<file path="src/include/obj_config.svh">
/*
 * object engine build constants.
 * visible x window, list depth and transparent colour.
 */

`ifndef OBJ_CONFIG_SVH
`define OBJ_CONFIG_SVH

////////////////////////////////////////////////////////////////////////////
// x window. objects must sit strictly between these.
`define OBJ_XMIN     9'h30
`define OBJ_XMAX     9'h1c0

////////////////////////////////////////////////////////////////////////////
// per line object list.
`define OBJ_LIST_MAX 32

// colour index never written to the line buffer.
`define OBJ_TRANSP   4'hf

`endif
</file>
<file path="src/obj_bus_pkg.sv">
/*
 * memory side types.
 * graphics ROM request and line buffer pixel / write.
 */

package obj_bus_pkg;

    // graphics ROM request, one 32-bit half of a tile row.
    typedef struct packed {
        logic        cs;
        logic [1:0]  bank;
        logic        half;
        logic [19:0] addr;     // code, then row.
    } obj_rom_req_t;

    // palette tagged pixel.
    typedef struct packed {
        logic [4:0] pal;
        logic [3:0] colour;
    } lbuf_pix_t;

    // single pixel write into the line buffer.
    typedef struct packed {
        logic      we;
        logic [8:0] addr;
        lbuf_pix_t pix;
    } lbuf_wr_t;

endpackage

</file>
<file path="src/obj_pkg.sv">
/*
 * object description types.
 * attribute word, list entry and scanner states.
 */

package obj_pkg;

    // attribute word as held in the object table.
    typedef struct packed {
        logic [3:0] unused;     // high bits, not decoded.
        logic [3:0] vsub;       // tile row.
        logic       rsvd;
        logic       vflip;      // applied by the list builder.
        logic       hflip;
        logic [4:0] pal;
    } obj_attr_t;

    // one entry of the per line object list.
    typedef struct packed {
        logic [15:0] code;
        obj_attr_t   attr;
        logic [8:0]  hpos;
        logic [1:0]  bank;
    } obj_entry_t;

    // list scanner states.
    typedef enum logic [1:0] {
        SCAN_IDLE,
        SCAN_ISSUE,
        SCAN_SETTLE,
        SCAN_WAIT
    } scan_state_e;

endpackage

</file>
<file path="src/obj_draw.sv">
/*
 * object drawer.
 * fetches the two words of one tile row, converts planar data to
 * pixels and writes them to the line buffer.
 */

`timescale 1ns/1ps

`include "obj_config.svh"

module obj_draw import obj_pkg::*, obj_bus_pkg::*; (
    input  logic         clk,
    input  logic         rst,

    input  obj_entry_t   obj,
    input  logic         start,
    output logic         idle,

    output lbuf_wr_t     lbuf_wr,

    output obj_rom_req_t rom_req,
    input  logic [31:0]  rom_data,
    input  logic         rom_ok
);

    logic [31:0] pxl_data;     // shifts one pixel per write.
    logic [8:0]  x_pos;
    logic [4:0]  pal_q;
    logic        hflip_q;
    logic        second;       // working on the second word.
    logic        draw;
    logic [2:0]  draw_cnt;
    logic [1:0]  wait_sr;      // holds off rom_ok after a request change.
    logic        rom_good;
    logic        in_window;

    // planar pixel, msb from the top plane.
    function automatic logic [3:0] plane_pix(input logic [31:0] d, input logic flip);
        return flip ? {d[24], d[16], d[8], d[0]} : {d[31], d[23], d[15], d[7]};
    endfunction

    assign in_window = obj.hpos > `OBJ_XMIN && obj.hpos < `OBJ_XMAX;
    assign rom_good  = rom_ok && wait_sr == 2'b00;

    always_ff @(posedge clk or posedge rst) begin
        if (rst) begin
            idle     <= 1'b1;
            rom_req  <= '0;
            lbuf_wr  <= '0;
            pxl_data <= '0;
            x_pos    <= '0;
            pal_q    <= '0;
            hflip_q  <= 1'b0;
            second   <= 1'b0;
            draw     <= 1'b0;
            draw_cnt <= '0;
            wait_sr  <= '0;
        end else begin
            wait_sr    <= wait_sr >> 1;
            lbuf_wr.we <= 1'b0;

            if (idle) begin
                // out of window objects are ignored, idle stays high.
                if (start && in_window) begin
                    idle         <= 1'b0;
                    rom_req.cs   <= 1'b1;
                    rom_req.addr <= {obj.code, obj.attr.vsub};
                    rom_req.bank <= obj.bank;
                    rom_req.half <= obj.attr.hflip;   // mirrored rows start with the other half.
                    wait_sr      <= 2'b11;
                    x_pos        <= obj.hpos;
                    pal_q        <= obj.attr.pal;
                    hflip_q      <= obj.attr.hflip;
                    second       <= 1'b0;
                    draw         <= 1'b0;
                end
            end else if (draw) begin
                lbuf_wr.we         <= 1'b1;
                lbuf_wr.addr       <= x_pos;
                lbuf_wr.pix.pal    <= pal_q;
                lbuf_wr.pix.colour <= plane_pix(pxl_data, hflip_q);
                x_pos              <= x_pos + 9'd1;
                pxl_data <= hflip_q ? {1'b1, pxl_data[31:1]} : {pxl_data[30:0], 1'b1};
                draw_cnt           <= draw_cnt + 3'd1;
                if (draw_cnt == 3'd7) begin   // eighth pixel of the word.
                    draw <= 1'b0;
                    if (second) begin
                        idle <= 1'b1;
                    end else begin
                        second <= 1'b1;
                    end
                end
            end else if (rom_good) begin
                pxl_data <= rom_data;
                if (!second) begin
                    rom_req.half <= ~rom_req.half;   // prefetch the other half.
                    wait_sr      <= 2'b11;
                end else begin
                    rom_req.cs <= 1'b0;
                end

                if (&rom_data) begin
                    // blank word, nothing to write.
                    x_pos <= x_pos + 9'd8;
                    if (second) begin
                        idle <= 1'b1;
                    end else begin
                        second <= 1'b1;
                    end
                end else begin
                    draw     <= 1'b1;
                    draw_cnt <= 3'd0;
                end
            end
        end
    end

endmodule

</file>
<file path="config.mk">
export PLATFORM = sky130hd
export DESIGN_NAME = obj_draw
export DESIGN_NICKNAME = d
export VERILOG_FILES = /design/src/obj_bus_pkg.sv /design/src/obj_pkg.sv /design/src/obj_draw.sv
export VERILOG_INCLUDE_DIRS = /design/src /design/src/include
export SDC_FILE = /design/constraint.sdc
export NUM_CORES = 1
export LEC_CHECK = 0
export ABC_AREA = 1
export ABC_CLOCK_PERIOD_IN_PS = 7000
export BUFFER_PORTS_ARGS = -buffer_cell sky130_fd_sc_hd__buf_2
export CAP_MARGIN = 5
export CORE_MARGIN = 2
export CORE_UTILIZATION = 35
export CTS_CLUSTER_SIZE = 24
export DETAILED_ROUTE_END_ITERATION = 12
export SYNTH_ARGS = -nofsm -noshare
export SYNTH_HDL_FRONTEND = slang
export SYNTH_SLANG_ARGS = --single-unit
</file>
<file path="constraint.sdc">
create_clock -name clk -period 7 [get_ports clk]
set_input_delay 0.35 -clock clk [delete_from_list [all_inputs] [get_ports clk]]
set_output_delay 0.35 -clock clk [all_outputs]
set_load 0.01 [all_outputs]
</file>
==> metrics.cfg <==
[timing]
hold_violations = 0
final_max_slew_viol_count = 0
fin_skew_ps = 4.66
relSlewSlack = 0.425
rsz0062_at_grt = no
finalSetupTns_ps = 0
clock.fmax_ghz = 0.321
tightest_slew_ps = 862
post-route-period-util = 0.445
finalCriticalPeriod_ps = 3120
setup_viol = 0

[floorplanning]
coreArea_um2 = 13300
die-height_um = 121
die_w_um = 121
start_util = 0.360
ios = 123
die_area_um2 = 14600
std_cell_rows = 42

[global_route]
antenna_found_initial = 1
grt_overflow = 0
grt_usage = 0.173
grt_max_degree = 61
grt_pass1_wl_um = 20200
grt_pass1_vias = 4242

[routing]
vias = 4375
wl_per_cell_um = 13.2
drt_pre_antenna_iters = 5
antenna_left = 0
vias_per_cell = 4.87
drt_wl_total_um = 11900
drt_drc_violations_left = 0
drt_iter0_markers = 236

[pwr]
vdd_drop_max_uv = 223
p_leak_nw = 2.98
powerDensity_nw_per_um2 = 465
totalPowerFinal_mw = 2.70

[final_layout]
final_core_util = 0.436
area_growth_pct = 20.9
diodes = 0
drive_gt1_frac = 0.204
fin_nets = 800
layout.cells.non_filler = 898

[synthesis]
async_reset_ff_frac = 1.00
ys_seq_area_frac = 0.512
synth_edf_count = 0
ys_ff_latch = 98
syn_nets = 699
ys.flop_type = dfrtp_1
synth_cell_type_count = 29
synthCells = 616
yosys_warnings = 0
avgSynthCellArea_um2 = 7.78
synth_area_um2 = 4790

[clock_network]
post-cts-setup-buffers = 0
cts_sinks = 98
cts-root-buf = clkbuf_16
cts.htree.levels = 3
cts-resized-gates = 0
cts_buffers = 9
clock_latency_ps = 350
cts_hold_buf = 0
clk_pin_slew_ps = 70
clockBufferDepth = 2
cts_tree = built

[worst_setup_path]
crit_path_start_kind = flop
critPathRequiredTime_ps = 7260
slowest_stage = dfrtp_1
critPathLaunch = draw
crit_type = reg2reg
cp_max_fo = 60
r2r_start = draw
max_stage_delay_ps = 850
reg2reg_slack_ps = 3880
worstPathArrival_ps = 3380
cp-end-kind = flop
worstPathCellList = inv_2, nor2_4, nor2_4, inv_2, o221ai_1, o21ai_0

[placed_design]
place.gp.congestion = 0.915
io_buffers = 116
hpwl_um = 8510
dp.cells = 882

[run_status]
status = finished clean

[hold_path]
hp-class = in2async

[job]
cap_viol_max_count = 0

## cells by family (layout without fill, tap and decap cells)
kind of cell	count (synthesis)	count (layout)	synth area share
AO/OA/AOI/OAI	111	111	0.142
adder cells (fa/ha/maj)	4	4	0.0104
flip-flops	98	98	0.512
buffers and inverters	82	188	0.0713
AND/OR/NAND/NOR	321	321	0.265
## path summary, 6_finish.rpt
check	end	depth (start not counted)
hold / removal	rom_req[0]	2
setup reg to reg	pxl_data[8]	6
min in group clk	rom_req[19]	3
setup / recovery	pxl_data[8]	6
max in group asynchronous	lbuf_wr[18]	3
hold reg to reg	wait_sr[0]	1
## worst max-delay path: cells and delay by family, from the launching register on
family | cells | cell delay (ps)
AO/OA/AOI/OAI | 2 | 380
buffers and inverters | 2 | 1130
flip-flops | 1 | 850
AND/OR/NAND/NOR | 2 | 630
## registers in the layout, indices dropped and copies added, names as in the netlist
register,cells
pxl_data,32
rom_req,24
lbuf_wr,19
x_pos,9
pal_q,5
draw_cnt,3
wait_sr,2
draw,1
hflip_q,1
idle,1
second,1
## cells in the final DEF, fill, tap and decap left out
cell,Yosys,routed
o21ai_0,51,51
o21bai_1,2,2
clkbuf_16,0,9
nand3_1,17,17
clkbuf_1,9,1
nor2_1,59,59
dfstp_2,1,1
or2_1,1,1
nor3_1,1,1
nand2_2,1,1
a21oi_1,9,9
nand2_1,233,233
dfrtp_1,97,97
buf_4,5,2
bufinv_16,0,2
a31oi_1,11,11
ha_1,4,4
buf_2,12,116
o31ai_1,2,2
inv_4,0,1
inv_2,5,5
nand3_2,1,1
inv_1,49,48
a22oi_1,1,1
clkinv_2,0,2
clkinvlp_4,0,1
nor2_2,3,3
nor2_4,2,2
nand4_1,3,3
o221ai_1,17,17
clkbuf_8,0,1
o21ai_1,4,4
o22ai_1,2,2
o211ai_1,12,12
## metrics by stage
stage / cell area (um2) / setup WS [ps] / hold slack (ps)
after detailed placement: 5470 / 3920 / 452
after global placement: 5470 / 3960 / 444
after global routing: 5790 / 3650 / 106
after floorplan: 4790 / 4090 / 435
after CTS: 5790 / 3890 / 83.1
final: 5790 / 3880 / 47.2
## Yosys cell counts (3+ instances only)
master	n	area, um2
a31oi_1	11	68.8
clkbuf_1	9	33.8
inv_1	49	184
nand4_1	3	18.8
nand3_1	17	85.1
ha_1	4	50.1
o21ai_0	51	255
buf_4	5	37.5
nor2_1	59	221
nand2_1	233	875
buf_2	12	60.1
o211ai_1	12	90.1
dfrtp_1	97	2430
a21oi_1	9	45.0
o221ai_1	17	149
inv_2	5	18.8
o21ai_1	4	20.0
nor2_2	3	18.8
## power breakdown
group | leakage [nW] | total (mW) | internal (mW) | switching, mW
clock network | 0.156 | 0.536 | 0.322 | 0.214
registers | 1.20 | 1.03 | 0.845 | 0.185
logic | 1.63 | 1.13 | 0.403 | 0.728
total | 2.98 | 2.70 | 1.57 | 1.13
## per-layer routing
metal / GRT usage / routed length [um] / up-vias
met4: 0.0625 / 244 / 0
met2: 0.268 / 5430 / 128
met5: 0 / 0 / -
li1: - / - / 2191
met1: 0.223 / 5220 / 2037
met3: 0.0602 / 989 / 19
## layout make-up
type	count	area [um2]
Tap cell	176	220
Multi-Input combinational cell	436	2000
Sequential cell	98	2450
Clock inverter	5	77.6
Timing Repair Buffer	118	596
Clock buffer	11	243
Inverter	54	205
Fill cell	1350	7500
(Power assumes the default switching activity.)
