## src/include/obj_config.svh

```systemverilog
/*
 * object engine build constants.
 * visible x window, list depth and transparent colour.
 */

`ifndef OBJ_CONFIG_SVH
`define OBJ_CONFIG_SVH

////////////////////////////////////////////////////////////////////////////
// x window. objects must sit strictly between these.
`define OBJ_XMIN     9'h30
`define OBJ_XMAX     9'h1c0

////////////////////////////////////////////////////////////////////////////
// per line object list.
`define OBJ_LIST_MAX 32

// colour index never written to the line buffer.
`define OBJ_TRANSP   4'hf

`endif
```

## src/obj_pkg.sv

```systemverilog
/*
 * object description types.
 * attribute word, list entry and scanner states.
 */

package obj_pkg;

    // attribute word as held in the object table.
    typedef struct packed {
        logic [3:0] unused;     // high bits, not decoded.
        logic [3:0] vsub;       // tile row.
        logic       rsvd;
        logic       vflip;      // applied by the list builder.
        logic       hflip;
        logic [4:0] pal;
    } obj_attr_t;

    // one entry of the per line object list.
    typedef struct packed {
        logic [15:0] code;
        obj_attr_t   attr;
        logic [8:0]  hpos;
        logic [1:0]  bank;
    } obj_entry_t;

    // list scanner states.
    typedef enum logic [1:0] {
        SCAN_IDLE,
        SCAN_ISSUE,
        SCAN_SETTLE,
        SCAN_WAIT
    } scan_state_e;

endpackage

```

## src/obj_line_scan.sv

```systemverilog
/*
 * object list storage and scanner.
 * entries are appended by the host, then handed to the drawer one
 * at a time after line_start.
 */

`timescale 1ns/1ps

`include "obj_config.svh"

module obj_line_scan import obj_pkg::*; (
    input  logic       clk,
    input  logic       rst,

    input  logic       obj_wr,
    input  obj_entry_t obj_wdata,

    input  logic       line_start,
    output logic       busy,

    output obj_entry_t obj,
    output logic       start,
    input  logic       idle
);

    localparam int AW = $clog2(`OBJ_LIST_MAX);
    localparam int CW = $clog2(`OBJ_LIST_MAX + 1);

    obj_entry_t  list [`OBJ_LIST_MAX];
    logic [CW-1:0] wr_cnt;
    logic [CW-1:0] line_cnt;   // entries in the line being scanned.
    logic [CW-1:0] idx;
    scan_state_e state;

    assign obj = list[idx[AW-1:0]];   // stable until idx moves on.

    ////////////////////////////////////////////////////////////////////////
    // list storage.
    always_ff @(posedge clk) begin
        if (obj_wr && wr_cnt != CW'(`OBJ_LIST_MAX)) begin
            list[wr_cnt[AW-1:0]] <= obj_wdata;
        end
    end

    always_ff @(posedge clk or posedge rst) begin
        if (rst) begin
            wr_cnt <= '0;
        end else if (line_start) begin
            wr_cnt <= '0;   // list handed over to the scan.
        end else if (obj_wr && wr_cnt != CW'(`OBJ_LIST_MAX)) begin
            wr_cnt <= wr_cnt + 1'b1;
        end
    end

    ////////////////////////////////////////////////////////////////////////
    // scanner.
    always_ff @(posedge clk or posedge rst) begin
        if (rst) begin
            state    <= SCAN_IDLE;
            busy     <= 1'b0;
            start    <= 1'b0;
            idx      <= '0;
            line_cnt <= '0;
        end else begin
            start <= 1'b0;
            case (state)
                SCAN_IDLE: begin
                    if (line_start) begin
                        line_cnt <= wr_cnt;
                        idx      <= '0;
                        busy     <= 1'b1;
                        state    <= SCAN_ISSUE;
                    end
                end
                SCAN_ISSUE: begin
                    if (idx == line_cnt) begin
                        busy  <= 1'b0;   // last object finished.
                        state <= SCAN_IDLE;
                    end else if (idle) begin
                        start <= 1'b1;
                        state <= SCAN_SETTLE;
                    end
                end
                // drawer idle is not valid yet in this cycle.
                SCAN_SETTLE: state <= SCAN_WAIT;
                SCAN_WAIT: begin
                    if (idle) begin
                        idx   <= idx + 1'b1;
                        state <= SCAN_ISSUE;
                    end
                end
                default: state <= SCAN_IDLE;
            endcase
        end
    end

endmodule

```

## config.mk

```make
export PLATFORM = sky130hd
export DESIGN_NAME = obj_line_scan
export DESIGN_NICKNAME = d
export VERILOG_FILES = /design/src/obj_pkg.sv /design/src/obj_line_scan.sv
export VERILOG_INCLUDE_DIRS = /design/src /design/src/include
export SDC_FILE = /design/constraint.sdc
export NUM_CORES = 1
export LEC_CHECK = 0
export BUFFER_PORTS_ARGS = -buffer_cell sky130_fd_sc_hd__buf_2
export CAP_MARGIN = 15
export CORE_MARGIN = 8
export CORE_UTILIZATION = 25
export CTS_CLUSTER_SIZE = 28
export DETAILED_ROUTE_END_ITERATION = 8
export HOLD_SLACK_MARGIN = 0.06
export PLACE_DENSITY_LB_ADDON = 0.25
export REMOVE_ABC_BUFFERS = 1
export SYNTH_ARGS = -nofsm -noshare
export SYNTH_HDL_FRONTEND = slang
export SYNTH_SLANG_ARGS = --single-unit
```

## constraint.sdc

```tcl
create_clock -name clk -period 6.3 [get_ports clk]
set_clock_uncertainty 0.1 [all_clocks]
set_input_delay 0.63 -clock clk [delete_from_list [all_inputs] [get_ports clk]]
set_output_delay 0.63 -clock clk [all_outputs]
set_load 0.02 [all_outputs]
```

==> out/summary.md <==
After detailed routing, the number of remaining DRC violations is 0. The count of max-cap constraint violations is 0. Synthesized instance count: 2,220. The most used flip-flop cell after synthesis is sky130_fd_sc_hd__edfxtp_1.

The logs give 0.77 ns for the clock insertion delay at the later pin of the skew report and 205.5 MHz for the maximum clock frequency. For the final weighted congestion in routability-driven placement, the log shows 0.7105. The relative contribution of the clock network to total power is 0.397, and the count of nets left with antenna violations after detail routing is 0. TritonCTS built the clock tree. The worst flop-to-flop path endpoint is list[27][18].

The logs give 93 for the I/O pin count and 2,283 for the iteration-0 DRC count of the detailed router. The number of library cell types mapped by synthesis was 36. The number of antenna violations at the first check in global routing is 24. The switching portion of total power is 0.2334. The final-report hold violation count came out at 0. The wire-length estimate of the detail-placed layout is 77.00 mm. The floorplan has 168 rows.

After layout, the design draws a total of 21.18 mW. After layout, the minimum clock period comes to 4.865 ns. The worst-case headroom to the max-slew limit came out at 0.1949.

The worst path required time was 5.57 ns; the number of flip-flops and latches in the synthesized netlist was 1,398. For the pin with the worst max-slew slack, the measured transition is 1.197 ns. The number of cells on the worst hold path was 1; the clock sink count was 1,398.

The root buffer cell chosen for the clock tree is sky130_fd_sc_hd__clkbuf_16. For this design the ratio of total power to cell area is 343.9 nW/um2. The run gives 0.2520 as the starting density of the core.

The number of max-slew violations in the final report came out at 0. Counting flops with a built-in enable in the synthesized netlist gives 1,376. The portion of the post-synthesis area used by sequential elements is 0.7922, and the switching power is 4.942 mW.

In the layout the commonest cells are sky130_fd_sc_hd__edfxtp_1, sky130_fd_sc_hd__mux4_2, sky130_fd_sc_hd__o22ai_1, sky130_fd_sc_hd__clkbuf_16, sky130_fd_sc_hd__buf_2. The end point of the worst hold path is list[21][29]. The critical path goes through inv_1 > nand3_4 > buf_4 > o22ai_1 > nor4_1 > buf_2.

The via count of the first global-routing pass is 25,980, and the die extent in y is 475.8 um. The highest cell delay on the worst timing path is 0.95 ns. Of all nets on the critical path, the largest fanout is 29.

From synthesis to final layout, the design area changed by 16.51%. The full die area is 226,400 um2. Entering global routing, the biggest net connects 69 pins. The logs give 0.113 for the combinational power share and 0 for the count of cells resized by post-cts repair. The total overflow left after global routing is 0. The cell internal power dissipation came out at 16.24 mW.

STA classifies the critical path startpoint as a register. The logs give 0 for the number of endpoints failing setup at the final stage and 3 for the maximum number of buffers from clock root to sink. The worst hold path belongs to the class in -> reg.

Summed over all cells, the static leakage comes to 18.30 nW. Leaving out fill and tap cells, the most frequent cell in the layout is sky130_fd_sc_hd__edfxtp_1. The average vias per placed instance was 4.642; the worst supply voltage drop on vdd was 0.0002072 V.

Port buffering added 92 buffers. The critical register-to-register path startpoint is wr_cnt[3]. In this run the register-to-register setup slack is 2.91 ns.

For the total number of yosys warnings, the log shows 0. Summed over all failing endpoints, the final setup total negative slack is 0 ns. A synthesized cell averages 23.81 um2. The run gives 145 as the TritonCTS buffer count. The sum of routed wire length over all layers was 148.4 mm; the register share of total power was 0.490. Setup repair after global routing left no endpoint under its margin.

Among all stages on the critical path, the largest delay is contributed by sky130_fd_sc_hd__nor4_1. Before antenna repair, the detailed router went through 7 iterations. For the worst flop-to-flop path, the logic depth is 3. The first global-routing pass estimated 205.2 mm of wire.

The clock input transition at the sequential cells of the worst setup and hold paths came out at 0.06 ns. The flow ran to the end, and the final reports show no timing, DRC or antenna violations. In the final design database the tool counted 2,471 nets. Startpoint of the most critical hold path: obj_wdata[29]. The routed wire length per instance came out at 27.81 um.

The share of the cycle needed by the critical path after routing was 0.7723; the core area was 209,800 um2. The tools report the sort of element at the end of the critical path as a primary output. For the global-route total usage across every layer, the log shows 0.1286. For the H-tree level count, the log shows 4. The die outline width is 475.8 um, and the arrival time at the worst endpoint is 4.14 ns.

The async set-reset flop share out of synthesis is 0.01574. After synthesis the cells add up to 52,850 um2. The setup path with the least slack is of type reg -> out. The fraction of final layout cells sized beyond drive strength 1 works out to 0.2842. Via count: 24,770.
[per-stage QoR]
stage	cell area, um2	hold slack, ns	worst slack [ns]	cells	utilization
6_report	61580	0.2446	1.435	5336	0.2936
5_1_grt	61570	0.2066	1.187	5331	0.2935
4_1_cts	61560	0.1522	1.295	5328	0.2935
3_5_place_dp	56900	0.4138	2.176	5068	0.2712
3_3_place_gp	56900	0.4035	2.229	5068	0.2712
2_1_floorplan	51990	0.3689	-9.448	2096	-
[sequential cells by signal, indices dropped and copies added (netlist names)]
name	cells
state	2
idx	6
list	1376
line_cnt	6
busy	1
wr_cnt	6
start	1
[how the worst max path moves through the flow]
stage / endpoint / slack [ns] / from
6_report: obj[16] / 1.43 / idx[4]
5_1_grt: obj[16] / 1.19 / idx[0]
4_1_cts: obj[16] / 1.30 / idx[4]
3_5_place_dp: obj[16] / 2.18 / idx[4]
3_3_place_gp: obj[41] / 2.23 / idx[0]
2_1_floorplan: obj[10] / -9.45 / idx[0]
[cells in the mapped netlist, types with 2 or more instances]
cell type / number / area share
sky130_fd_sc_hd__a21oi_1: 2 / 0.00019
sky130_fd_sc_hd__and2_1: 4 / 0.00047
sky130_fd_sc_hd__buf_2: 51 / 0.0048
sky130_fd_sc_hd__buf_6: 36 / 0.0077
sky130_fd_sc_hd__buf_8: 3 / 0.00085
sky130_fd_sc_hd__clkbuf_1: 22 / 0.0016
sky130_fd_sc_hd__clkbuf_2: 3 / 0.00028
sky130_fd_sc_hd__clkbuf_4: 8 / 0.0011
sky130_fd_sc_hd__dfrtp_1: 22 / 0.010
sky130_fd_sc_hd__edfxtp_1: 1376 / 0.78
sky130_fd_sc_hd__ha_1: 10 / 0.0024
sky130_fd_sc_hd__inv_1: 9 / 0.00064
sky130_fd_sc_hd__mux2_2: 5 / 0.0011
sky130_fd_sc_hd__mux2i_1: 3 / 0.00057
sky130_fd_sc_hd__mux4_1: 44 / 0.022
sky130_fd_sc_hd__mux4_2: 300 / 0.13
sky130_fd_sc_hd__nand2_1: 12 / 0.00085
sky130_fd_sc_hd__nand2b_1: 3 / 0.00036
sky130_fd_sc_hd__nand3_1: 10 / 0.00095
sky130_fd_sc_hd__nand4_1: 4 / 0.00047
sky130_fd_sc_hd__nor2_1: 38 / 0.0027
sky130_fd_sc_hd__nor2b_1: 3 / 0.00036
sky130_fd_sc_hd__nor3_1: 5 / 0.00047
sky130_fd_sc_hd__nor4_1: 44 / 0.0052
sky130_fd_sc_hd__o21ai_0: 5 / 0.00047
sky130_fd_sc_hd__o22ai_1: 172 / 0.020
sky130_fd_sc_hd__or3_1: 5 / 0.00059
sky130_fd_sc_hd__xnor2_1: 8 / 0.0013
sky130_fd_sc_hd__xor2_1: 6 / 0.00099
[power groups by stage]
stage               logic, mW  registers [mW]  clock network, mW
finish                   2.40            10.4               8.40
global route             2.59            10.4               8.95
CTS                      2.47            10.4               8.61
detailed placement       2.46            10.6                  0
global placement         2.43            10.6                  0
floorplan                1.73            10.8                  0
[routing by layer]
layer	routed length, um	vias up	GRT usage
met2	69800	762	0.2050
li1	-	10070	-
met1	65670	13710	0.1771
met5	55	-	0
met4	3811	10	0.03568
met3	9051	221	0.02966
[repair_timing]
item,CTS,global route
hold endpoints to repair,29,0
setup buffers,0,0
setup endpoints to repair,0,0
hold buffers,3,0
[final cells by class]
class / instances / area (um2)
Inverter: 9 / 33.78
Clock buffer: 171 / 3726
Sequential cell: 1398 / 41880
Clock inverter: 86 / 909.6
Antenna cell: 8 / 20.02
Fill cell: 20410 / 148200
Tap cell: 2805 / 3510
Timing Repair Buffer: 170 / 1154
Multi-Input combinational cell: 689 / 10350
[kinds of logic after synthesis]
logic type / Yosys count / synth area share
AOI/OAI and AO/OA: 183 / 0.02194
muxes: 352 / 0.1513
adders and majority gates: 10 / 0.002367
and+or+nand+nor: 130 / 0.01281
DFF: 1398 / 0.7922
xor gates and xnor gates: 14 / 0.002320
buffers and inverters: 133 / 0.01704
[worst max-delay path, delay by kind of cell (launching register included)]
family / cells / cell delay [ns]
AOI/OAI and AO/OA: 1 / 0.17
DFF: 1 / 0.57
and+or+nand+nor: 2 / 1.61
buffers and inverters: 3 / 0.98
No activity file was read; power rests on OpenSTA's default activity.
